$ cat src/verilog/mig_pkg.sv
`default_nettype none

// ------------------------------------------------------------
// controller user interface
// ------------------------------------------------------------
package mig_pkg;

	// word address as seen on app_addr
	typedef logic [29:0] mig_addr_t;

	typedef logic [2:0] mig_cmd_t;

	localparam mig_cmd_t MIG_CMD_READ  = 3'b001;
	localparam mig_cmd_t MIG_CMD_WRITE = 3'b000;

	// one full burst, 8 beats of 64 bits
	typedef logic [511:0] mig_data_t;

	// byte mask, a set bit keeps the byte unwritten
	typedef logic [63:0] mig_mask_t;

	// a bucket line spans 64 address units
	localparam int BUCKET_OFFSET_BITS = 6;

endpackage

`default_nettype wire

$ cat src/verilog/kvs_pkg.sv
`default_nettype none

// ------------------------------------------------------------
// key-value request and bucket layout
// ------------------------------------------------------------
package kvs_pkg;
	import mig_pkg::*;

	typedef logic [31:0] kvs_hash_t;
	typedef logic [95:0] kvs_key_t;
	typedef logic [31:0] kvs_value_t;

	// key sits above value inside a slot
	typedef struct packed {
		kvs_key_t   key;
		kvs_value_t value;
	} kvs_slot_t;

	localparam int SLOTS = 4;

	// slot 0 in the low 128 bits of the line
	typedef kvs_slot_t [SLOTS-1:0] kvs_bucket_t;
	typedef logic [1:0] slot_idx_t;

	typedef logic [3:0] kvs_flag_t;
	localparam kvs_flag_t FLAG_HIT  = 4'd1;
	localparam kvs_flag_t FLAG_MISS = 4'd0;

	typedef logic kvs_op_t;
	localparam kvs_op_t OP_SET = 1'b1;
	localparam kvs_op_t OP_GET = 1'b0;

	typedef struct packed {
		mig_addr_t addr;
		mig_data_t data;
		mig_mask_t mask;
	} wr_cmd_t;

	typedef struct packed {
		mig_addr_t addr;
	} rd_cmd_t;

	// key parked until its bucket read returns
	typedef struct packed {
		kvs_key_t key;
	} pending_get_t;

	// hash bits above the line offset, offset forced to zero
	function automatic mig_addr_t bucket_addr(kvs_hash_t hash);
		return {hash[29:BUCKET_OFFSET_BITS], {BUCKET_OFFSET_BITS{1'b0}}};
	endfunction

endpackage

`default_nettype wire

$ cat src/verilog/bucket_lookup.sv
`timescale 1ns/1ps
`default_nettype none

module bucket_lookup
	import mig_pkg::*, kvs_pkg::*;
(
	input  wire               ui_mig_clk,
	input  wire               ui_mig_rst,
	input  wire               app_rd_data_valid,
	input  wire mig_data_t    app_rd_data,
	input  wire pending_get_t pending,
	output logic              pending_pop,
	output logic              out_valid,
	output kvs_flag_t         out_flag
);

	// ------------------------------------------------------------
	// stage one, capture line and waiting key
	// ------------------------------------------------------------
	logic        s1_valid;
	kvs_bucket_t s1_line;
	kvs_key_t    s1_key;
	logic        hit;

	// reads come back in issue order, so the head key belongs here
	assign pending_pop = app_rd_data_valid;

	always_ff @(posedge ui_mig_clk) begin
		if (ui_mig_rst)
			s1_valid <= 1'b0;
		else
			s1_valid <= app_rd_data_valid;
	end

	always_ff @(posedge ui_mig_clk) begin
		if (app_rd_data_valid) begin
			s1_line <= kvs_bucket_t'(app_rd_data);
			s1_key  <= pending.key;
		end
	end

	// ------------------------------------------------------------
	// stage two, slot compare
	// ------------------------------------------------------------
	always_comb begin
		hit = 1'b0;
		for (int i = 0; i < SLOTS; i++) begin
			if (s1_line[i].key == s1_key)
				hit = 1'b1;
		end
	end

	always_ff @(posedge ui_mig_clk) begin
		if (ui_mig_rst)
			out_valid <= 1'b0;
		else
			out_valid <= s1_valid;
	end

	// value is not returned, only presence
	always_ff @(posedge ui_mig_clk) begin
		if (s1_valid)
			out_flag <= hit ? FLAG_HIT : FLAG_MISS;
	end

endmodule

`default_nettype wire

$ cat config.mk
export PLATFORM = sky130hd
export DESIGN_NAME = bucket_lookup
export DESIGN_NICKNAME = d
export VERILOG_FILES = /design/src/verilog/mig_pkg.sv /design/src/verilog/kvs_pkg.sv /design/src/verilog/bucket_lookup.sv
export SDC_FILE = /design/constraint.sdc
export NUM_CORES = 1
export LEC_CHECK = 0
export BUFFER_PORTS_ARGS = -buffer_cell sky130_fd_sc_hd__buf_2
export CAP_MARGIN = 25
export CORE_AREA = 5 5 234 236
export DETAILED_ROUTE_END_ITERATION = 10
export DIE_AREA = 0 0 239 241
export PLACE_DENSITY_LB_ADDON = 0.3
export SYNTH_ARGS = -nofsm -noshare
export SYNTH_HDL_FRONTEND = slang
export SYNTH_SLANG_ARGS = --single-unit
$ cat constraint.sdc
create_clock -name ui_mig_clk -period 1.59 [get_ports ui_mig_clk]
set_input_delay 0.318 -clock ui_mig_clk [delete_from_list [all_inputs] [get_ports ui_mig_clk]]
set_output_delay 0.318 -clock ui_mig_clk [all_outputs]
set_load 0.1 [all_outputs]
== Yosys cells after proc, flatten, opt, wreduce, memory -nomap -nowiden ==
Cells that the tools add are included.
W data, S select, Z words.

* Register bits: 486
* Bits of input ports: 611

* Equal/unequal tests: 4
* Muxes and demuxes: 5

{| class="wikitable"
|+ Operators by type and width
! kind !! count
|-
| $eq A96 B96 Y1 || 4
|-
| $mux W1 || 5
|}

== Longest topological paths before layout ==
* Word-level depth: 6
* Mapped depth: 6
* Mapped depth without buffers: 6

== Worst setup path after synthesis ==
OpenSTA, ideal clock, no wires.

* Path type: flip-flop to flip-flop
* Start point: reg s1_key[75]
* End point: reg out_flag[0], data pin
* Setup time: 0.137 ns
* Arrival: 1.436 ns
* Required time: 1.453 ns
* Slack: 0.016 ns
* Stages on the path, launching flop included: 7
* Path buffers: 0
* Path through: edfxtp_1 -> xor2_1 -> nor4_1 -> nand4_1 -> nor4_1 -> nand3_1 -> nand4_1

* Cells in the longest elaborated chain, start to end: 6
* Elaborated cells between the ends (all ways): 9
* Classes of those cells: 4 x eq/ne; 5 x mux

{| class="wikitable"
|+ Ends and longest elaborated chain
! element !! RTL line !! text
|-
| start: declaration || bucket_lookup.sv:22 || <nowiki>kvs_key_t s1_key;</nowiki>
|-
| start signal: assignment || bucket_lookup.sv:38 || <nowiki>s1_key <= pending.key;</nowiki>
|-
| $eq A96 B96 Y1 || bucket_lookup.sv:48 || <nowiki>if (s1_line[i].key == s1_key)</nowiki>
|-
| $mux W1 (3 in a row) || bucket_lookup.sv:48 ||
|-
| $mux W1 (*) || bucket_lookup.sv:48 ||
|-
| net hit || bucket_lookup.sv:23 || <nowiki>logic hit;</nowiki>
|-
| $mux W1 (*) || bucket_lookup.sv:63 || <nowiki>out_flag <= hit ? FLAG_HIT : FLAG_MISS;</nowiki>
|-
| end signal: assignment || bucket_lookup.sv:63 ||
|-
| end: declaration || bucket_lookup.sv:14 || <nowiki>output kvs_flag_t out_flag</nowiki>
|}

Mark *: on every way through the listed nets, which the timed path passes. The rest lies on a longest branch.
A chain may end at the register's enable or synchronous reset.

== Worst setup path after layout ==
* Start point: reg s1_key[30]
* End point: reg out_flag[0], data pin

The elaborated chain is that of the path after synthesis.

==> metrics.md <==
| Metric | Value |
|---|---|
| Synth area leader | `edfxtp_1` |
| Antenna Nets Post-Route | `0` |
| Routed WL per cell | `26.7 um` |
| Cells after Synth | `roughly 1,000` |
| Register area | `14,500 um^2` |
| Drt drc | `0` |
| Final core utilization | `about three fifths` |
| Initial Util | `between 30% and 40%` |
| Gpl congestion | `around 0.85` |
| CTS Sinks | `about 480` |
| Die area | `57,600 um^2` |
| Antenna violations before repair | `10` |
| Top cells by area, synth | `edfxtp_1 (77%), xor2_1 (12%), xnor2_1 (6.0%)` |
| Worst setup EP type | `flop` |
| Setup violators final | `2` |
| Post-detail-place hpwl | `roughly 55,000 um` |
| Max Cap Violations | `0` |
| Ys flop type | `edfxtp_1` |
| Synth async-reset ratio | `0%` |
| Placed cell areas | `23,700 um^2` |
| # H-tree levels | `2` |
| Worst skew pair latency | `approximately 580 ps` |
| Drt total wl | `just under 80,000 um` |
| Drt via density | `4.78` |
| CP arrival | `~2600 ps` |
| Clk buf depth | `3` |
| Syn_area_per_cell | `~19 um^2` |
| Layout cells sized above 1 | `between 30% and 40%` |
| Worst-Margin Slew | `622 ps` |
| Clock tree from TritonCTS | `built` |
| CTS buffer count | `51` |
| Yosys cell types | `13` |
| Drt pass-1 iters | `7` |
| Failing checks | `negative setup slack` |
| Max-slew violations | `0` |
| Worst setup margin | `-598 ps` |
| DIE HEIGHT | `roughly 240 um` |
| Final setup TNS | `-630 ps` |
| Post-synth EDFFs | `between 400 and 500` |
| Multi-input logic area | `approximately 4400 um^2` |
| DR vias | `14,200` |
| IO Pins | `617` |
| Nets@finish | `2,843` |
| IO buf count | `just under 500` |
| Final Hold Fails | `0` |
| Global-route wire length before repair | `approximately 110,000 um` |
| Vias in the first global route | `between 15,000 and 20,000` |
| Unrepaired setup endpoints after global routing | `true` |
| VDD IR max | `approximately 0.00075 V` |
| Outcome | `complete, but fails checks` |
| Worst Hold Class | `in -> reg` |
| WS Path Type | `reg -> reg` |
| Pin count of the biggest net entering global routing | `56` |
| CP Launch Type | `flop` |
| Clk pin slew, worst setup/hold paths | `roughly 60 ps` |
| Synth warn | `0` |
| Post-synth top cells | `edfxtp_1 (481), xor2_1 (256), xnor2_1 (128), nor4_1 (74), nand4_1 (49)` |
| Req. time, crit path | `about 2000 ps` |
| GRT Residual Overflow | `0` |
| Fillers | `approximately 3,900` |
| Area Growth Syn to Fin | `62.5%` |
| Clock Skews | `roughly 24 ps` |
| Synth Cell Area | `around 19,000 um^2` |
| Die X | `239 um` |
| Final critical-path share of the clock period | `138%` |
| CP max FO | `4` |
| Core area | `52,200 um^2` |
| Crit path time final | `2190 ps` |
| CTS root buffer | `clkbuf_16` |
| Achievable Freq | `approximately 0.46 GHz` |
| Pwr/cell area | `1050 nW/um^2` |
| Gr usage total | `about 27%` |
| Post-synthesis sequential area ratio | `around 77%` |
| DRT iter0 DRCs | `1,114` |
| Yosys top cell area share | `just under 80%` |
| Num rows | `84` |
| Max_slew headroom | `between 50 and 60%` |
| Design area | `a little over 30,000 um^2` |
| Total leakage power | `around 0.012 uW` |
| Yosys reg bits | `approximately 480` |
| Most numerous cell in the Yosys netlist | `edfxtp_1` |
==> cell usage in the layout (no fill, tap or decap), types with 2 or more instances in the layout <==
cell type	n
dlygate4sd3_1	480
clkinvlp_4	3
xor2_1	254
clkbuf_1	3
conb_1	3
clkinv_2	12
clkinv_4	4
buf_12	17
nand3_1	4
nor4_2	22
clkinv_1	10
dfxtp_1	2
buf_4	197
inv_6	2
edfxtp_1	481
buf_2	481
bufinv_16	3
clkbuf_16	51
nor4_1	48
nor4_4	6
nor2b_1	2
buf_6	2
diode_2	9
xnor2_1	128
nand4_1	49
==> final cells by class <==
type	count	area share, %
Sequential cell	483	47.6
Timing Repair Buffer	1178	29.8
Multi-Input combinational cell	518	14.6
Clock buffer	54	4.23
Tap cell	688	2.83
Clock inverter	34	0.863
Antenna cell	9	0.0740
==> registers in the layout, summed over array words and instances, names as in the netlist <==
name       count
s1_key        96
s1_valid       1
out_valid      1
out_flag       1
s1_line      384
==> worst max-delay path: stages (launching register included) <==
cell	delay (ps)
edfxtp_1	520
xor2_1	230
nor4_2	440
buf_4	190
nand4_1	100
nor4_2	340
nand3_1	110
nand4_1	110
==> logic make-up after synthesis <==
family / after synthesis / share of synthesized area [%]
AND/OR/NAND/NOR: 131 / 4.46
other: 1 / 0.0200
XOR/XNOR: 384 / 18.0
buffers and inverters: 6 / 0.200
flip-flops: 483 / 77.4
==> metal layers <==
| layer | global-route usage, % | part of all wire (%) | vias up |
|---|---|---|---|
| met3 | 4.41 | 6.2 | 158 |
| met2 | 47.5 | 51 | 724 |
| met4 | 8.78 | 3.3 | 2 |
| met5 | 0 | 0.0088 | - |
| met1 | 33.8 | 40 | 7004 |
| li1 | - | - | 6266 |
==> report_power, final <==
| group | total [uW] | internal [uW] | switching (uW) | leakage [uW] |
|---|---|---|---|---|
| Clock | 11400 | 6340 | 5100 | 0.000763 |
| Sequential | 15900 | 15200 | 721 | 0.00472 |
| Combinational | 4760 | 2530 | 2240 | 0.00651 |
==> path summary, 6_finish.rpt <==
path / startpoint / to / slack [ps] / cells past startpoint
max: s1_key[30] / out_flag[0] / -600 / 7
max reg2reg: s1_key[30] / out_flag[0] / -600 / 7
min reg2reg: s1_valid / out_flag[0] / 580 / 0
min: pending[26] / s1_key[26] / 60 / 1
==> metrics by stage <==
stage	worst slack, ps	hold WS, ps	cells	power [uW]
final	-598	56.4	2964	32100
after global routing	-633	16.5	2964	33100
after CTS	-586	11.9	2951	32100
after detailed placement	-1050	494	2374	19700
after global placement	-928	496	2374	19700
after floorplan	16.1	390	1007	17100
==> timing repair <==
item,in CTS,in global routing
hold buffers,480,0
endpoints found under the hold margin,481,0
gates resized for setup,25,12
buffers inserted,9,4
setup endpoints to repair,3,2
cloned,0,0
pin swaps,12,8
Power figures use the tool's default switching activity.
