[src/verilog/mig_pkg.sv]
`default_nettype none

// ------------------------------------------------------------
// controller user interface
// ------------------------------------------------------------
package mig_pkg;

	// word address as seen on app_addr
	typedef logic [29:0] mig_addr_t;

	typedef logic [2:0] mig_cmd_t;

	localparam mig_cmd_t MIG_CMD_READ  = 3'b001;
	localparam mig_cmd_t MIG_CMD_WRITE = 3'b000;

	// one full burst, 8 beats of 64 bits
	typedef logic [511:0] mig_data_t;

	// byte mask, a set bit keeps the byte unwritten
	typedef logic [63:0] mig_mask_t;

	// a bucket line spans 64 address units
	localparam int BUCKET_OFFSET_BITS = 6;

endpackage

`default_nettype wire

[src/verilog/kvs_pkg.sv]
`default_nettype none

// ------------------------------------------------------------
// key-value request and bucket layout
// ------------------------------------------------------------
package kvs_pkg;
	import mig_pkg::*;

	typedef logic [31:0] kvs_hash_t;
	typedef logic [95:0] kvs_key_t;
	typedef logic [31:0] kvs_value_t;

	// key sits above value inside a slot
	typedef struct packed {
		kvs_key_t   key;
		kvs_value_t value;
	} kvs_slot_t;

	localparam int SLOTS = 4;

	// slot 0 in the low 128 bits of the line
	typedef kvs_slot_t [SLOTS-1:0] kvs_bucket_t;
	typedef logic [1:0] slot_idx_t;

	typedef logic [3:0] kvs_flag_t;
	localparam kvs_flag_t FLAG_HIT  = 4'd1;
	localparam kvs_flag_t FLAG_MISS = 4'd0;

	typedef logic kvs_op_t;
	localparam kvs_op_t OP_SET = 1'b1;
	localparam kvs_op_t OP_GET = 1'b0;

	typedef struct packed {
		mig_addr_t addr;
		mig_data_t data;
		mig_mask_t mask;
	} wr_cmd_t;

	typedef struct packed {
		mig_addr_t addr;
	} rd_cmd_t;

	// key parked until its bucket read returns
	typedef struct packed {
		kvs_key_t key;
	} pending_get_t;

	// hash bits above the line offset, offset forced to zero
	function automatic mig_addr_t bucket_addr(kvs_hash_t hash);
		return {hash[29:BUCKET_OFFSET_BITS], {BUCKET_OFFSET_BITS{1'b0}}};
	endfunction

endpackage

`default_nettype wire

[src/verilog/cmd_arbiter.sv]
`timescale 1ns/1ps
`default_nettype none

module cmd_arbiter
	import mig_pkg::*, kvs_pkg::*;
(
	input  wire          ui_mig_clk,
	input  wire          ui_mig_rst,
	input  wire          init_calib_complete,
	input  wire rd_cmd_t rd_cmd,
	input  wire          rd_empty,
	output logic         rd_pop,
	input  wire wr_cmd_t wr_cmd,
	input  wire          wr_empty,
	output logic         wr_pop,
	input  wire          app_rdy,
	input  wire          app_wdf_rdy,
	output logic         app_en,
	output mig_cmd_t     app_cmd,
	output mig_addr_t    app_addr,
	output mig_data_t    app_wdf_data,
	output mig_mask_t    app_wdf_mask,
	output logic         app_wdf_wren,
	output logic         app_wdf_end
);

	// read goes first after reset
	logic turn_rd;
	// an offer that was not yet taken stays locked
	logic held;
	logic held_rd;
	logic sel_rd;
	logic offer;
	logic accept;

	always_comb begin
		if (held)
			sel_rd = held_rd;
		else if (!rd_empty && !wr_empty)
			sel_rd = turn_rd;
		else
			sel_rd = !rd_empty;
		// write data must be takeable alongside the command
		if (sel_rd)
			offer = init_calib_complete && !rd_empty;
		else
			offer = init_calib_complete && !wr_empty && app_wdf_rdy;
	end

	assign accept = offer && app_rdy;
	assign rd_pop = accept && sel_rd;
	assign wr_pop = accept && !sel_rd;

	always_ff @(posedge ui_mig_clk) begin
		if (ui_mig_rst) begin
			turn_rd <= 1'b1;
			held    <= 1'b0;
			held_rd <= 1'b0;
		end else if (accept) begin
			turn_rd <= !sel_rd;
			held    <= 1'b0;
		end else if (offer) begin
			held    <= 1'b1;
			held_rd <= sel_rd;
		end
	end

	// ------------------------------------------------------------
	// user interface drive
	// ------------------------------------------------------------
	assign app_en       = offer;
	assign app_cmd      = sel_rd ? MIG_CMD_READ : MIG_CMD_WRITE;
	assign app_addr     = sel_rd ? rd_cmd.addr : wr_cmd.addr;
	assign app_wdf_data = wr_cmd.data;
	assign app_wdf_mask = wr_cmd.mask;
	// single beat per line
	assign app_wdf_wren = offer && !sel_rd;
	assign app_wdf_end  = offer && !sel_rd;

endmodule

`default_nettype wire

[config.mk]
export PLATFORM = sky130hd
export DESIGN_NAME = cmd_arbiter
export DESIGN_NICKNAME = d
export VERILOG_FILES = /design/src/verilog/mig_pkg.sv /design/src/verilog/kvs_pkg.sv /design/src/verilog/cmd_arbiter.sv
export SDC_FILE = /design/constraint.sdc
export NUM_CORES = 1
export LEC_CHECK = 0
export BUFFER_PORTS_ARGS = -buffer_cell sky130_fd_sc_hd__buf_4
export CAP_MARGIN = 15
export CORE_AREA = 5 5 481 483
export DETAILED_ROUTE_END_ITERATION = 10
export DIE_AREA = 0 0 486 488
export GPL_ROUTABILITY_DRIVEN = 0
export HOLD_SLACK_MARGIN = 0.12
export PLACE_DENSITY = 0.3
export SLEW_MARGIN = 10
export SYNTH_ARGS = -nofsm -noshare
export SYNTH_HDL_FRONTEND = slang
export SYNTH_SLANG_ARGS = --single-unit
[constraint.sdc]
create_clock -name ui_mig_clk -period 2.45 [get_ports ui_mig_clk]
set_clock_uncertainty 0.15 [all_clocks]
set_input_delay 0.49 -clock ui_mig_clk [delete_from_list [all_inputs] [get_ports ui_mig_clk]]
set_output_delay 0.49 -clock ui_mig_clk [all_outputs]
set_load 0.005 [all_outputs]
; ---- Word level (Yosys, flattened, before mapping)
; Index checks and enable logic that the tools add are counted.
[word_totals]
elab_cells = 22
regBits = 3
out_inout_bits = 614
[classes]
reduce_logical = 13
n_mux = 5
bitwise = 1
[ops]
columns = operator, count
row1 = 30-bit 2-to-1 mux, 1
row2 = 1-bit logical AND, 8
row3 = 1-bit 2-to-1 mux, 4
row4 = 1-bit logical NOT, 3
row5 = 2-bit AND reduction, 1
row6 = 2-bit OR reduction, 1
row7 = 1-bit NOT, 1

; ---- Logic depth before layout (Yosys ltp)
[depth]
depth_word = 8
ltp_mapped = 5

; ---- Worst setup path before layout
; OpenSTA, ideal clock, no wires.
[synth_timing]
path_kind = input-to-output
startpoint = input wr_empty
endpoint = output app_addr[10]
path_buffers = 1
stages = 4
slack_ns = 0.333
required_ns = 1.810
t_arrival_ns = 1.477
cell_sequence = or2_4 a22oi_4 buf_4 mux2_2
[synth_via]
elab_chain_len = 5
[synth_rtl]
columns = item, line_no
row1 = "start, declared", cmd_arbiter.sv:14  ; input wire wr_empty,
row2 = 1-bit logical NOT, cmd_arbiter.sv:39  ; else if (!rd_empty && !wr_empty)
row3 = 1-bit logical AND, cmd_arbiter.sv:39
row4 = 1-bit 2-to-1 mux, cmd_arbiter.sv:39
row5 = 1-bit 2-to-1 mux, cmd_arbiter.sv:37  ; if (held)
row6 = 30-bit 2-to-1 mux, cmd_arbiter.sv:73  ; assign app_addr = sel_rd ? rd_cmd.addr : wr_cmd.addr;
row7 = "end, declared", cmd_arbiter.sv:20  ; output mig_addr_t app_addr,
; No other way between the ends.

; ---- Worst setup path after layout
[layout_timing]
startpoint = input wr_empty
endpoint = output app_addr[28]
; The elaborated chain is that of the path after synthesis.

==> impl.org <==
** Detailed routing
- Routed vias :: 2,465
- After detailed routing, the number of vias per cell comes to 0.7737.
- Initial DRC Count :: 178
- The first detailed-routing pass ran for 4 iterations.
- After detailed routing, the average wire length per cell comes to 47.92 microns.
- DRC violation count after routing :: 0
- Routed Wire Length :: 152,700 microns
- Antenna violation net count after detailed routing :: 0

** CTS
- Clock H-tree levels :: 1
- Maximum count of clock buffers along a single path :: 2
- TritonCTS built the clock tree.
- After clock tree synthesis, the flow added hold-fix buffers numbering 0.
- Clock tree sinks :: 3
- Clock root buffer master :: clkbuf_16
- After clock tree synthesis, the clock-pin slew on the worst setup and hold paths is 0.03 ns.
- Setup fix buffers added after clock tree synthesis :: 0
- Clock buffer count from CTS :: 3
- The clock reaches the later pin of the worst-skew pair after 0.23 ns.
- Once the clock tree was built, the resizer swapped 0 gates to a different size.

** Worst setup path
- The critical path starts at wr_empty.
- Critical path arrival :: 1.80 ns
- The number of buffers and inverters on the critical path is 3.
- STA classifies the critical path endpoint as an output port.
- Worst path top cell family by delay :: buffers and inverters
- Counting buffers and inverters, the worst setup path is 6 cells deep.
- Slowest cell on the critical path :: mux2_2
- Counting cells, the worst reg-to-reg path comes to 6.
- Of all nets on the critical path, the largest fanout is 31.
- In this run the critical register-to-register path is captured at held$_SDFFE_PP0N_.
- End point of the critical path :: app_addr[28]
- Critical path required time :: 1.81 ns
- Delay of the slowest cell on the worst path :: 0.37 ns
- The worst setup path is launched from an input port.
- Cell-by-cell trace of the critical path :: buf_4, or2_4, a22oi_4, buf_12, mux2_2, buf_4
- Path type of the worst setup path :: in2out
- Register-to-Register Setup Slack :: 0.74 ns
- Worst R2R Start :: turn_rd$_SDFFE_PP1P_
- By instance count, the cell type seen most on the critical path is buf_4.

** Global route
- First-pass GRT wire length :: 158,800 microns
- Vias in the first global route :: 2,409
- Global routing used 12.22% of the available tracks.
- Global-route congestion overflow total :: 0
- Antenna violations before repair :: 40
- Entering global routing, the biggest net connects 32 pins.

** Pwr
- Switching share of total power :: 27.32%
- Leakage power :: 0.7611 nW
- Per report_power, the clock group accounts for 40.9% of the total.
- In this run the power spent charging and discharging nets is 0.1768 mW.
- Combinational power share :: 50.2%
- Cell Int Power :: 0.4703 mW
- The worst-case IR drop observed on VDD is 0.0001196 V.
- Power spread over the standard cell area amounts to 123.7 nW/um^2.
- Registers are responsible for 9.0% of the overall power.
- Power comes to 0.6471 mW.

** Synth
- Synthesis handed over a netlist of 639 instances.
- Syn_area_per_cell :: 7.721 sq um
- The biggest area contributor in the post-synthesis netlist is buf_4.
- Proportion of synthesized chip area in sequential cells :: 1.217%
- Yosys synthesis warning count :: 0
- Summing every instance area after synthesis gives 4933 sq um.
- Synth top area share :: 88.71%
- Seq cells post-synth :: 3
- Largest cells by area after synthesis :: buf_4, mux2_2, dfxtp_1
- Number of distinct library cell variants in the gate-level netlist after synthesis :: 20

** Place
- Worst slack at placement :: 0.03422 ns
- Port Buffer Count :: 102
- Detailed placement ended at an HPWL of 150,300 microns.
- Once placement completed, the tool counted placed cells totaling 3,171.

** Finish
- Layout Nets :: 810
- The finished layout holds 3,186 standard cells, fillers aside.
- Fraction of layout instances using a drive strength above 1 :: 86.14%
- The library cell used most frequently in the layout, excluding fill and tap cells, is buf_4.
- Leaving out fill and tap cells, the most frequent cells in the layout are buf_4, mux2_2, a21oi_1, clkbuf_16, dfxtp_1.
- Layout area overhead :: 6.061%

** STA
- After layout, the worst path uses 99.45% of the clock period.
- The max-slew violation count was 0.
- Hold Worst Slack :: 0.3182 ns
- Static timing analysis puts the maximum clock frequency at 0.4104 GHz.
- Post-layout minimum cycle time :: 2.437 ns
- Setup violations remaining at the end of the flow were counted as 0.
- The final hold violation count is 0.
- Setup repair after global routing missed its margin :: yes
- Post-route worst setup slack :: 0.01336 ns

** Flow run
- Max-cap viol count :: 0

** Worst hold path
- Class of the most critical hold timing path :: in2reg

** Die
- Area inside the core boundary :: 226,400 sq um
- Row generation in the floorplan step produced 175 rows.
- Initial Utilization :: 2.179%
- Count of pins on the block boundary :: 1,257
- The floorplan step set the die width to 486 microns.
- Die area :: 237,200 sq um
- Die extent in y :: 488 microns

** Status
- Result of the run :: completed
[final cells by class]
cell class,count,area [sq um]
Fill cell,27180,221200
Tap cell,3009,3765
Timing Repair Buffer,105,800.8
Multi-Input combinational cell,53,496.7
Clock buffer,4,78.83
Sequential cell,3,60.06
Antenna cell,11,27.53
Inverter,1,3.754
[logic make-up after synthesis]
kind of cell | synth area share (%)
other | 0.07601
DFF | 1.217
muxes | 6.847
AOI/OAI and AO/OA | 1.826
and+or+nand+nor | 1.243
buffers and inverters | 88.79
[per-stage QoR]
step	setup TNS, ns	utilization [%]	area, sq um
final	0	2.311	5233
after floorplan	0	-	4937
after global placement	0	2.264	5126
after global routing	-0.01133	2.305	5218
after detailed placement	0	2.264	5126
after CTS	0	2.299	5205
[synth_stat cells (all sizes together)]
| library cell | number |
|---|---|
| buf | 583 |
| mux2 | 30 |
| a21oi | 3 |
| dfxtp | 3 |
| nor2 | 3 |
| a211oi | 2 |
| nand2 | 2 |
| nor2b | 2 |
| o21ai | 2 |
| a21o | 1 |
| a221oi | 1 |
| a22oi | 1 |
| and3 | 1 |
| conb | 1 |
| inv | 1 |
| nand3b | 1 |
| o21bai | 1 |
| or2 | 1 |
[power groups by stage]
| stage | logic (mW) | registers [mW] | clock network, mW |
|---|---|---|---|
| 6_report | 0.325 | 0.0579 | 0.265 |
| 5_1_grt | 0.344 | 0.0583 | 0.275 |
| 4_1_cts | 0.327 | 0.0578 | 0.273 |
| 3_5_place_dp | 0.326 | 0.0584 | 0 |
| 3_3_place_gp | 0.324 | 0.0587 | 0 |
| 2_1_floorplan | 0.882 | 0.0574 | 0 |
[sequential cells by signal, summed over array words and instances (netlist names)]
register and cells:
held 1, held_rd 1, turn_rd 1
[routing by layer]
layer | up-vias | GRT usage, % | wire length (microns)
li1 | 452 | - | -
met1 | 621 | 2.082 | 10240
met2 | 1096 | 18.61 | 64980
met3 | 270 | 27.13 | 70170
met4 | 26 | 4.265 | 6909
met5 | - | 0.7348 | 380
[worst reg2reg max path: stages (launching register included)]
cell,delay [ns]
dfxtp_1,0.31
or2_4,0.26
a22oi_4,0.17
buf_12,0.24
inv_2,0.09
a21o_1,0.20
a211oi_2,0.21
[worst min-delay path by stage]
stage                         start              endpoint  slack [ns]  depth (start not counted)
3_5_place_dp   turn_rd$_SDFFE_PP1P_  turn_rd$_SDFFE_PP1P_        0.38                          2
2_1_floorplan  turn_rd$_SDFFE_PP1P_  turn_rd$_SDFFE_PP1P_        0.34                          2
4_1_cts                  ui_mig_rst  held_rd$_SDFFE_PP0P_        0.32                          2
3_3_place_gp   turn_rd$_SDFFE_PP1P_  turn_rd$_SDFFE_PP1P_        0.38                          2
5_1_grt                  ui_mig_rst     held$_SDFFE_PP0N_        0.32                          2
6_report                 ui_mig_rst     held$_SDFFE_PP0N_        0.32                          2
No activity file was read; power rests on OpenSTA's default activity.
