**src/verilog/sync_fifo.sv**
```systemverilog
`timescale 1ns/1ps
`default_nettype none

module sync_fifo #(
	parameter type payload_t     = logic,
	parameter int QUEUE_DEPTH_LOG2 = 6
) (
	input  wire           ui_mig_clk,
	input  wire           ui_mig_rst,
	input  wire           push,
	input  wire payload_t push_data,
	input  wire           pop,
	output payload_t      pop_data,
	output logic          empty,
	output logic          full
);

	localparam int DEPTH = 1 << QUEUE_DEPTH_LOG2;

	payload_t mem [DEPTH];

	// extra top bit tells full from empty
	logic [QUEUE_DEPTH_LOG2:0] wr_ptr;
	logic [QUEUE_DEPTH_LOG2:0] rd_ptr;
	logic do_push;
	logic do_pop;

	assign empty = (wr_ptr == rd_ptr);
	assign full  = (wr_ptr[QUEUE_DEPTH_LOG2] != rd_ptr[QUEUE_DEPTH_LOG2]) &&
		(wr_ptr[QUEUE_DEPTH_LOG2-1:0] == rd_ptr[QUEUE_DEPTH_LOG2-1:0]);

	assign do_push = push && !full;
	assign do_pop  = pop && !empty;

	always_ff @(posedge ui_mig_clk) begin
		if (ui_mig_rst) begin
			wr_ptr <= '0;
			rd_ptr <= '0;
		end else begin
			if (do_push)
				wr_ptr <= wr_ptr + 1'b1;
			if (do_pop)
				rd_ptr <= rd_ptr + 1'b1;
		end
	end

	always_ff @(posedge ui_mig_clk) begin
		if (do_push)
			mem[wr_ptr[QUEUE_DEPTH_LOG2-1:0]] <= push_data;
	end

	// head word visible without a pop
	assign pop_data = mem[rd_ptr[QUEUE_DEPTH_LOG2-1:0]];

endmodule

`default_nettype wire
```
**config.mk**
```make
export PLATFORM = sky130hd
export DESIGN_NAME = sync_fifo
export DESIGN_NICKNAME = d
export VERILOG_FILES = /design/src/verilog/sync_fifo.sv
export SDC_FILE = /design/constraint.sdc
export NUM_CORES = 1
export LEC_CHECK = 0
export ABC_AREA = 1
export CAP_MARGIN = 20
export CORE_MARGIN = 8
export CORE_UTILIZATION = 65
export CTS_BUF_LIST = sky130_fd_sc_hd__clkbuf_4
export DETAILED_ROUTE_END_ITERATION = 12
export DONT_BUFFER_PORTS = 1
export PLACE_DENSITY = 0.81
export SYNTH_ARGS = -nofsm -noshare
export SYNTH_HDL_FRONTEND = slang
export SYNTH_SLANG_ARGS = --single-unit
```
**constraint.sdc**
```tcl
create_clock -name ui_mig_clk -period 2.7 [get_ports ui_mig_clk]
set_input_delay 0.54 -clock ui_mig_clk [delete_from_list [all_inputs] [get_ports ui_mig_clk]]
set_output_delay 0.54 -clock ui_mig_clk [all_outputs]
set_load 0.03 [all_outputs]
```
* Yosys cells after proc, flatten, opt, wreduce, memory -nomap -nowiden
Memories as Yosys holds them, arrays and structs flattened. A register that Yosys moved wholly into a read port is not among the register bits.
Cells that the tools add are included.
** Word-level totals
- Bits in registers :: 14
- Memory bits (writable) :: 64
- Input port bits :: 5
- Output and inout bits :: 3
- Logic and storage cells :: 17
- Memories kept :: 1
** Cells by class
- $add $sub $neg :: 2
- Equal/unequal tests :: 3
- Muxes and demuxes :: 4
- Reductions and logical operators :: 5
** Memories
- mem :: words 64, width 1, read ports 1, clocked after Yosys merged registers in 1, wr ports 1, line 20 : payload_t mem [DEPTH];
** Operators by type and width (number)
- adder 7 x 1 -> 7 bit, second input constant :: 2
- 2-to-1 mux 6 bit :: 2
- equality test 7 bit :: 1
- equality test 6 bit :: 1
- logical AND 1 bit :: 3
- logical NOT 1 bit :: 2
- 2-to-1 mux 1 bit :: 2
- != test 1 bit :: 1

* Depth between registers and ports, before layout
Gate-level depths: netlist of run 1.
- Depth after elaboration :: 6
- Mapped depth :: 12
- Gate-level depth less buffers :: 11

* Worst setup path after synthesis of run 1
OpenSTA, ideal clock, no wires.
- Kind :: reg-to-output
- From :: reg with a tool-made name
- To :: out pop_data
- Arrival time :: 1.436 ns
- Required time :: 2.160 ns
- Slack :: 0.724 ns
- Cell stages (with the launch flop) :: 12
- Path buffers :: 2
- Cells stage by stage :: dfxtp_1 -> clkbuf_1 -> inv_1 -> clkbuf_1 -> nand2_1 -> nand3_1 -> nand3_1 -> nand2_1 -> nand2_1 -> nand3_1 -> nand3_1 -> nand2_1
** RTL lines
- to (decl) :: line 13 : output payload_t pop_data,

==> metrics list, run 1 <==
- For the worst setup path, the data arrival time is 2.05 ns.
* Most numerous cell types in the synthesized netlist: 119 x sky130_fd_sc_hd__nand2_1, 82 x sky130_fd_sc_hd__nor2_1, 74 x sky130_fd_sc_hd__nand3_1
- Final number of hold-violating endpoints: 0
- Number of I/O pins: 8
* Max VDD drop: 0.332 mV
- Dividing the final minimum period by the clock period gives 0.959.
- Setup repair after global routing left no endpoint under its margin.
- Between clock sinks in the finished design, the worst skew comes to 0.0140 ns.
* Worst hold path class: in2reg
* Leading cell types by total area after synthesis: sky130_fd_sc_hd__edfxtp_1 48%, sky130_fd_sc_hd__nand2_1 11%, sky130_fd_sc_hd__dfxtp_1 10%
- Cell count after synthesis: 448
- Top-count cell post-synth: sky130_fd_sc_hd__nand2_1
* Post-synth ARST share: 0
- The synthesized design contains 84 register bits.
- Drc violations: 0
- Summing every instance area after synthesis gives 4020 um^2.
- TritonCTS built the clock tree.
- CTS Buf Count: 9
- Of the total synthesized cell area, the portion taken by AND, OR, NAND and NOR gates is 0.326.
- Share of Yosys cell area claimed by the top area cell type: 0.478
- The floorplan step defined a core boundary enclosing 5960 um^2.
- The worst setup path is launched from a flip-flop.
* 1st-pass router iterations: 5
- Outcome: finished clean
- Full die area: roughly 9000 um^2
* Number of sinks on the clock net: 84
- Critical path class: reg2out
* Area of placed instances: slightly above 4000 um^2
- Clock network latency to the later pin of the worst-skew pair: 0.44 ns
* Leakage: between 1.5 and 2 nW
- The finished layout holds 527 standard cells, fillers aside.
- Worst hold slack: between 0.15 and 0.2 ns
- The initial antenna violation count was 0.
- Smallest setup slack after layout: 0.111 ns
* Initial Utilization: 0.675
* Number of resized instances in the post-cts repair step: 0
* Post-Place Cells: just over 500
* Area added between synthesis and finish: 4.83%
- Clock-pin slew was measured on the worst setup and hold paths at roughly 0.14 ns.
- The post-synthesis compound-gate area fraction is 0.0181.
* MaxCap Viol Count: 0
- Worst-path fanout max: 16
- After synthesis, the netlist uses 25 different library cells.
* Buffers inserted during post-CTS setup optimization: 0
- Summed over all layers, the routed wires come to 8660 um.
- In this run the tool buffered the top-level ports with 0 buffer cells.
* Max transition margin: 0.613
- The portion of synthesized area spent on multiplexers is 0.
- At the pin with the least slew margin, the transition time is 0.580 ns.
- Share of post-route cells with drive strength above 1: 0.0863
- Critical Path End Type: output port
* Number of enable flip-flop cells after synthesis: 64
* Count of final max-slew check failures: 0
* Post-cts hold buffer count: 0
- Arithmetic-cell share of the synthesized area counting full adders, half adders and majority gates: 0.00623
* Power per unit of standard cell area: just under 600 nW/um^2
- Die Y: 94.6 um
- DP Worst Slack: 0.677 ns
* Diode count: 0
- Antenna-violating nets left: 0
* Final count of negative-setup-slack endpoints: 0
* Synth Area in XOR/XNOR: 0.0240
* Aggregate negative setup slack: 0 ns
- Detailed Route Iter0 Violations: around 270
- Synthesized netlist net count: roughly 460
- After detailed routing, the number of vias per cell comes to approximately 5.7.
* Seq/Total Area, Yosys: 0.578
- Grt ovf: 0
- Horiz. Die Dim: around 95 um
- Most frequently used flop master after synthesis: sky130_fd_sc_hd__edfxtp_1
- Data required time of the critical path: approximately 2.2 ns
- CTS placed an instance of sky130_fd_sc_hd__clkbuf_4 at the clock tree root.
- All-Layer GR Usage: 0.206
- After legalization and detailed placement, the total HPWL measured 5610 um.
* Total number of H-tree levels: 3
- Dividing the detail-routed wire length by the instance count gives 16.4 um.
- The initialized floorplan defines 28 standard-cell rows.
* Global-route wire length before repair: 14200 um
- In this run the deepest clock path goes through 2 buffers.
- Total Nets Final: 454
- Number of warnings issued by yosys: 0
- Clock period minus final worst setup slack: ~2.6 ns
- Pin count of the biggest net entering global routing: 65
- Of all cell types, the one taking the most synthesized area is sky130_fd_sc_hd__edfxtp_1.
- Placer Congestion: between 0.9 and 1
* Total number of vias: 3000
* Layout Cell Area excl Fill: 4210 um^2
- The number of global-route vias before repair is 2907.
- After synthesis, the largest family of logic cells by area is simple AND/OR/NAND/NOR gates.
* Fmax: 386 MHz
- A synthesized cell averages 8.97 um^2.
-- registers in the layout, summed over array words and instances (netlist names), named ones only --
| signal | cells |
|---|---|
| mem | 64 |
| rd_ptr | 7 |
| wr_ptr | 7 |
-- layout make-up --
| class | instances | area, um^2 |
|---|---|---|
| Sequential cell | 84 | 2320 |
| Tap cell | 75 | 93.8 |
| Multi-Input combinational cell | 320 | 1510 |
| Clock buffer | 9 | 67.6 |
| Inverter | 26 | 105 |
| Clock inverter | 7 | 73.8 |
| Timing Repair Buffer | 6 | 45.0 |
| Fill cell | 461 | 1740 |
-- cells in the final DEF (no fill, tap or decap), drive strengths merged --
| cell | netlist | layout |
|---|---|---|
| dfxtp | 20 | 20 |
| nand3b | 1 | 1 |
| nor3b | 1 | 1 |
| clkbuf | 8 | 9 |
| bufinv | 0 | 1 |
| nand4 | 2 | 2 |
| inv | 26 | 30 |
| nand2 | 131 | 131 |
| a21oi | 10 | 10 |
| nor2 | 83 | 83 |
| edfxtp | 64 | 64 |
| clkinvlp | 0 | 1 |
| xnor2 | 3 | 3 |
| buf | 10 | 6 |
| nand3 | 75 | 75 |
| xor2 | 8 | 8 |
| o21bai | 3 | 3 |
| nor3 | 1 | 1 |
| clkinv | 0 | 1 |
| ha | 2 | 2 |
-- logic make-up (layout without fill, tap and decap cells) --
group | count (synthesis) | count (layout)
buffers and inverters | 44 | 48
adders and majority gates | 2 | 2
DFF | 84 | 84
AOI/OAI and AO/OA | 13 | 13
xor gates and xnor gates | 11 | 11
and+or+nand+nor | 294 | 294
-- report_power, final --
part | internal (W) | switching, W
sequential | 0.00140 | 0.0000198
combinational | 0.000103 | 0.000235
clock | 0.000289 | 0.000455
total | 0.00179 | 0.000710
-- metrics by stage --
step	util	total power [W]
after floorplan	-	0.00171
after global placement	0.684	0.00178
after detailed placement	0.684	0.00178
after CTS	0.707	0.00251
after global routing	0.707	0.00259
final	0.707	0.00250
-- worst max-delay path, stage by stage, from the launching register on --
cell and delay [ns]:
sky130_fd_sc_hd__dfxtp_1 0.34, sky130_fd_sc_hd__inv_1 0.43, sky130_fd_sc_hd__nand3_1 0.16, sky130_fd_sc_hd__nand3_1 0.10
sky130_fd_sc_hd__nand2_1 0.07, sky130_fd_sc_hd__nand2_1 0.07, sky130_fd_sc_hd__nand3_1 0.10, sky130_fd_sc_hd__nand3_1 0.11
sky130_fd_sc_hd__nand2_1 0.23
-- routing by layer --
metal / GRT usage / share of wire / vias to the layer above
met3: 0.0325 / 0.058 / 25
met5: 0 / 0 / -
met2: 0.342 / 0.49 / 119
met4: 0.109 / 0.027 / 0
li1: - / - / 1470
met1: 0.253 / 0.43 / 1386
-- worst paths after layout --
check,slack [ns],from,depth (start not counted),end
hold / removal,0.15,ui_mig_rst,1,wr_ptr[6]
setup reg to reg,0.73,wr_ptr[0],11,mem[62]
hold reg to reg,0.51,wr_ptr[6],2,wr_ptr[6]
setup / recovery,0.11,flip-flop,8,pop_data
(Power assumes the default switching activity.)
==> run 2: changes to the inputs <==
--- a/config.mk
+++ b/config.mk
@@ -5,7 +5,6 @@
 export SDC_FILE = /design/constraint.sdc
 export NUM_CORES = 1
 export LEC_CHECK = 0
-export ABC_AREA = 1
 export CAP_MARGIN = 20
 export CORE_MARGIN = 8
 export CORE_UTILIZATION = 65
==> run 2 against run 1 <==
  * Routed wire length fell by 16%
  * Hold slack improved by 0.012 ns
  * Clock power rose by 22%
  * Highest routed layer unchanged
  * Critical endpoint unchanged
  * Via count fell by 23%
  * Global-route usage fell by 2.4 points
  * Sequential share of layout area rose by 2.0 points
  * Register-to-register slack got worse by 0.31 ns
==> metrics list, run 2 <==
- Outcome: finished clean
- Total number of vias: 2307 (-23%)
* Detail-routed via count per cell: 6.22 (+9.2%)
- MaxCap Viol Count: 0 (unchanged)
- The total DRC errors in the routed layout came to 0 (unchanged).
* Max transition margin: 0.639 (+0.0258)
- The wire length per cell came to 19.7 um (+20%).
- The worst-skew pair later-pin latency is 0.42 ns (-0.02 ns).
* Critical Path End Type: output port
- Worst-path fanout max: 5 (-11)
- Most frequently used flop master after synthesis: sky130_fd_sc_hd__edfxtp_1
- The detailed placer's ending HPWL is 4730 um (-16%).
* Post-synth ARST share: 0 (unchanged)
- sky130_fd_sc_hd__edfxtp_1 takes more of the synthesized area than any other cell.
- Clock Tree Root: sky130_fd_sc_hd__clkbuf_4
- Global-route wire length before repair: 11800 um (-17%)
- Area added between synthesis and finish: 7.53%
* Power per unit of standard cell area: 657 nW/um^2 (+11%)
* Final count of negative-setup-slack endpoints: 0 (unchanged)
- The maximum number of pins on one net before global-route repair came to 65 (unchanged).
- Flip-flop count of the largest register after layout: 64 (unchanged)
- Die Y: 92.3 um (-2.4%)
- Count of final max-slew check failures: 0 (unchanged)
* All-Layer GR Usage: 0.181 (-0.0243)
- The most common cell in the synthesized netlist is sky130_fd_sc_hd__nor2_1.
- Cell Rows: 28 (unchanged)
- Number of warnings issued by yosys: 0 (unchanged)
* Clock power share: 0.340 (+0.043)
- Leaving out fill and tap cells, the most frequent cells in the layout are 76 x sky130_fd_sc_hd__nor2_1, 64 x sky130_fd_sc_hd__edfxtp_1, 18 x sky130_fd_sc_hd__dfxtp_1.
- Layout Skew: 0.0148 ns (+0.000738 ns)
* Leading cell types by total area after synthesis: sky130_fd_sc_hd__edfxtp_1 51%, sky130_fd_sc_hd__dfxtp_1 11%, sky130_fd_sc_hd__mux4_2 8.3%
- Initial Utilization: 0.655 (-0.0198)
* Data required time of the critical path: 2.16 ns (about the same)
* Part of the total power dissipated in sequential elements: 0.534 (-0.034)
* 1st-pass router iterations: 4 (-1)
* Leakage: 1.24 nW (-22%)
- Flip-flop and latch area: 2330 um^2 (+0.22%)
- Cell count after synthesis: 290 (-35%)
* Grt ovf: 0 (unchanged)
* Most numerous cell types in the synthesized netlist: 76 x sky130_fd_sc_hd__nor2_1, 64 x sky130_fd_sc_hd__edfxtp_1, 20 x sky130_fd_sc_hd__dfxtp_1
* CTS tree: done
- Clk slew on worst S/H paths: 0.14 ns (about the same)
- The cell area after synthesis was 3790 um^2 (-5.8%).
* Share of the clock period used by the worst path after layout: 0.999 (+0.0397)
- Cell internal pwr: 0.00204 W (+14%)
* Fmax: 371 MHz (-4.0%)
* Kind of launch point of the worst setup path: flip-flop
* Number of unique standard cell types used by synthesis: 44 (+76%)
- Total Power: 0.00268 W (+6.9%)
- Antenna-violating nets left: 0 (unchanged)
* Unrepaired setup endpoints after global routing: true
* Full die area: 8520 um^2 (-4.8%)
- Final-layout fill cell count: 413 (-10%)
- The worst setup timing slack at the placement stage came to 0.172 ns (-0.505 ns).
- The multi-input logic area is 1370 um^2 (-9.2%).
- Avg Cell Area, Syn: 13.1 um^2 (+46%)
- Number of enable flip-flop cells after synthesis: 64 (unchanged)
- Critical path class: reg2out
- In this run the worst hold path is classified as in2reg.
- Seq/Total Area, Yosys: 0.613 (+0.0355)
* Placer Congestion: 0.807 (-15%)
* Number of sinks on the clock net: 84 (unchanged)
* Slew at the pin closest to its max-slew limit: 0.540 ns (-0.0394 ns)
- The level count of the clock H-tree is 3 (unchanged).
* Total Nets Final: 298 (-34%)
- Most common library cell in the layout ignoring fill and taps: sky130_fd_sc_hd__nor2_1
- The number of global-route vias before repair is 2370 (-18%).
- The hold buffer count at cts came to 0 (unchanged).
- The overall routed net length was 7310 um (-16%).
- The die boundary width came to 92.3 um (-2.4%).
- The final worst-path setup slack is 0.00354 ns (-0.107 ns).
- Share of post-route cells with drive strength above 1: 0.193 (+0.106)
- Diode count: 0 (unchanged)
- The net switching power was 0.000638 W (-10%).
* Combinational cell fraction of total power: 0.126 (-0.009)
- Final number of hold-violating endpoints: 0 (unchanged)
* CTS Buf Count: 9 (unchanged)
- The time the worst path needs with I/O delays and setup is 2.70 ns (+0.107 ns).
- The portion of synthesized cell area occupied by the leading cell type came to 0.508 (+0.0294).
- Detailed Route Iter0 Violations: 206 (-24%)
* Data arrival at the endpoint of the critical path: 2.16 ns (+0.11 ns)
- The maximum vdd ir drop was 0.382 mV (+15%).
* Synthesized netlist net count: 297 (-35%)
- Maximum buffer depth of the clock tree: 2 (unchanged)
* Switching power share of the total: 0.238 (-0.0454)
- The count of input and output buffers was 0 (unchanged).
- Number of antenna violations at the first check in global routing: 0 (unchanged)
- Core box area: 5780 um^2 (-2.9%)
- The number of flip-flops and latches in the synthesized netlist came to 84 (unchanged).
- Number of I/O pins: 8 (unchanged)
run 2: routing by layer:
| layer | up-vias | track usage | wire length, um | share of wire |
|---|---|---|---|---|
| li1 | 1073 | - | - | - |
| met1 | 1137 | 0.217 | 2910 | 0.40 |
| met2 | 83 | 0.307 | 3680 | 0.50 |
| met3 | 14 | 0.0340 | 573 | 0.078 |
| met4 | 0 | 0.0940 | 135 | 0.018 |
| met5 | - | 0 | 0 | 0 |
run 2: critical path, cell delays in order (launching register included):
cell	delay, ns
sky130_fd_sc_hd__dfxtp_4	0.41
sky130_fd_sc_hd__mux4_2	0.49
sky130_fd_sc_hd__mux4_2	0.52
sky130_fd_sc_hd__o22ai_4	0.19
sky130_fd_sc_hd__o21ai_4	0.12
run 2: cell type report:
class	count	area share
clock buffers	9	0.0166
clock inverters	7	0.0298
inverters	2	0.00184
multi-input cells	184	0.336
flip-flops and latches	84	0.572
well taps	75	0.0230
repair buffers	10	0.0215
run 2: cell families (layout without fill, tap and decap cells):
kind of cell | count (synthesis) | count (layout) | synth area share
flip-flops | 84 | 84 | 0.613
buffers and inverters | 22 | 28 | 0.0294
adder cells (fa/ha/maj) | 2 | 2 | 0.00661
AND/OR/NAND/NOR | 123 | 123 | 0.156
AO/OA/AOI/OAI | 24 | 24 | 0.0463
multiplexers | 20 | 20 | 0.112
XOR/XNOR | 15 | 15 | 0.0367
run 2: metrics by stage:
stage	instance area [um^2]	setup TNS [ns]	instances	hold WS, ns	utilization
global placement	3860	0	354	0.513	0.667
finish	4070	0	371	0.165	0.704
CTS	4070	-0.0744	371	0.141	0.704
global route	4070	-0.0731	371	0.129	0.704
floorplan	3790	0	290	0.483	-
detailed placement	3860	0	354	0.522	0.667
run 2: repair_timing:
item                       4_1_cts  5_1_grt
setup buffers                    1        0
pin swaps                        2        2
hold endpoints to repair         0        0
gates resized for setup          9        3
setup endpoints to repair        1        2
run 2: worst paths after layout:
check | slack (ns) | start | to | cells after the start
min reg2reg | 0.54 | rd_ptr[5] | rd_ptr[5] | 2
max reg2reg | 0.42 | wr_ptr[5] | mem[18] | 5
min | 0.17 | ui_mig_rst | rd_ptr[6] | 1
max | 0.004 | flip-flop | pop_data | 4
run 2: power by group through the flow:
stage / Clock, W / Sequential (W) / Combinational, W
final: 0.000911 / 0.00143 / 0.000336
after global routing: 0.000968 / 0.00143 / 0.000358
after CTS: 0.000924 / 0.00143 / 0.000342
after detailed placement: 0 / 0.00146 / 0.000318
after global placement: 0 / 0.00146 / 0.000313
after floorplan: 0 / 0.00145 / 0.000244
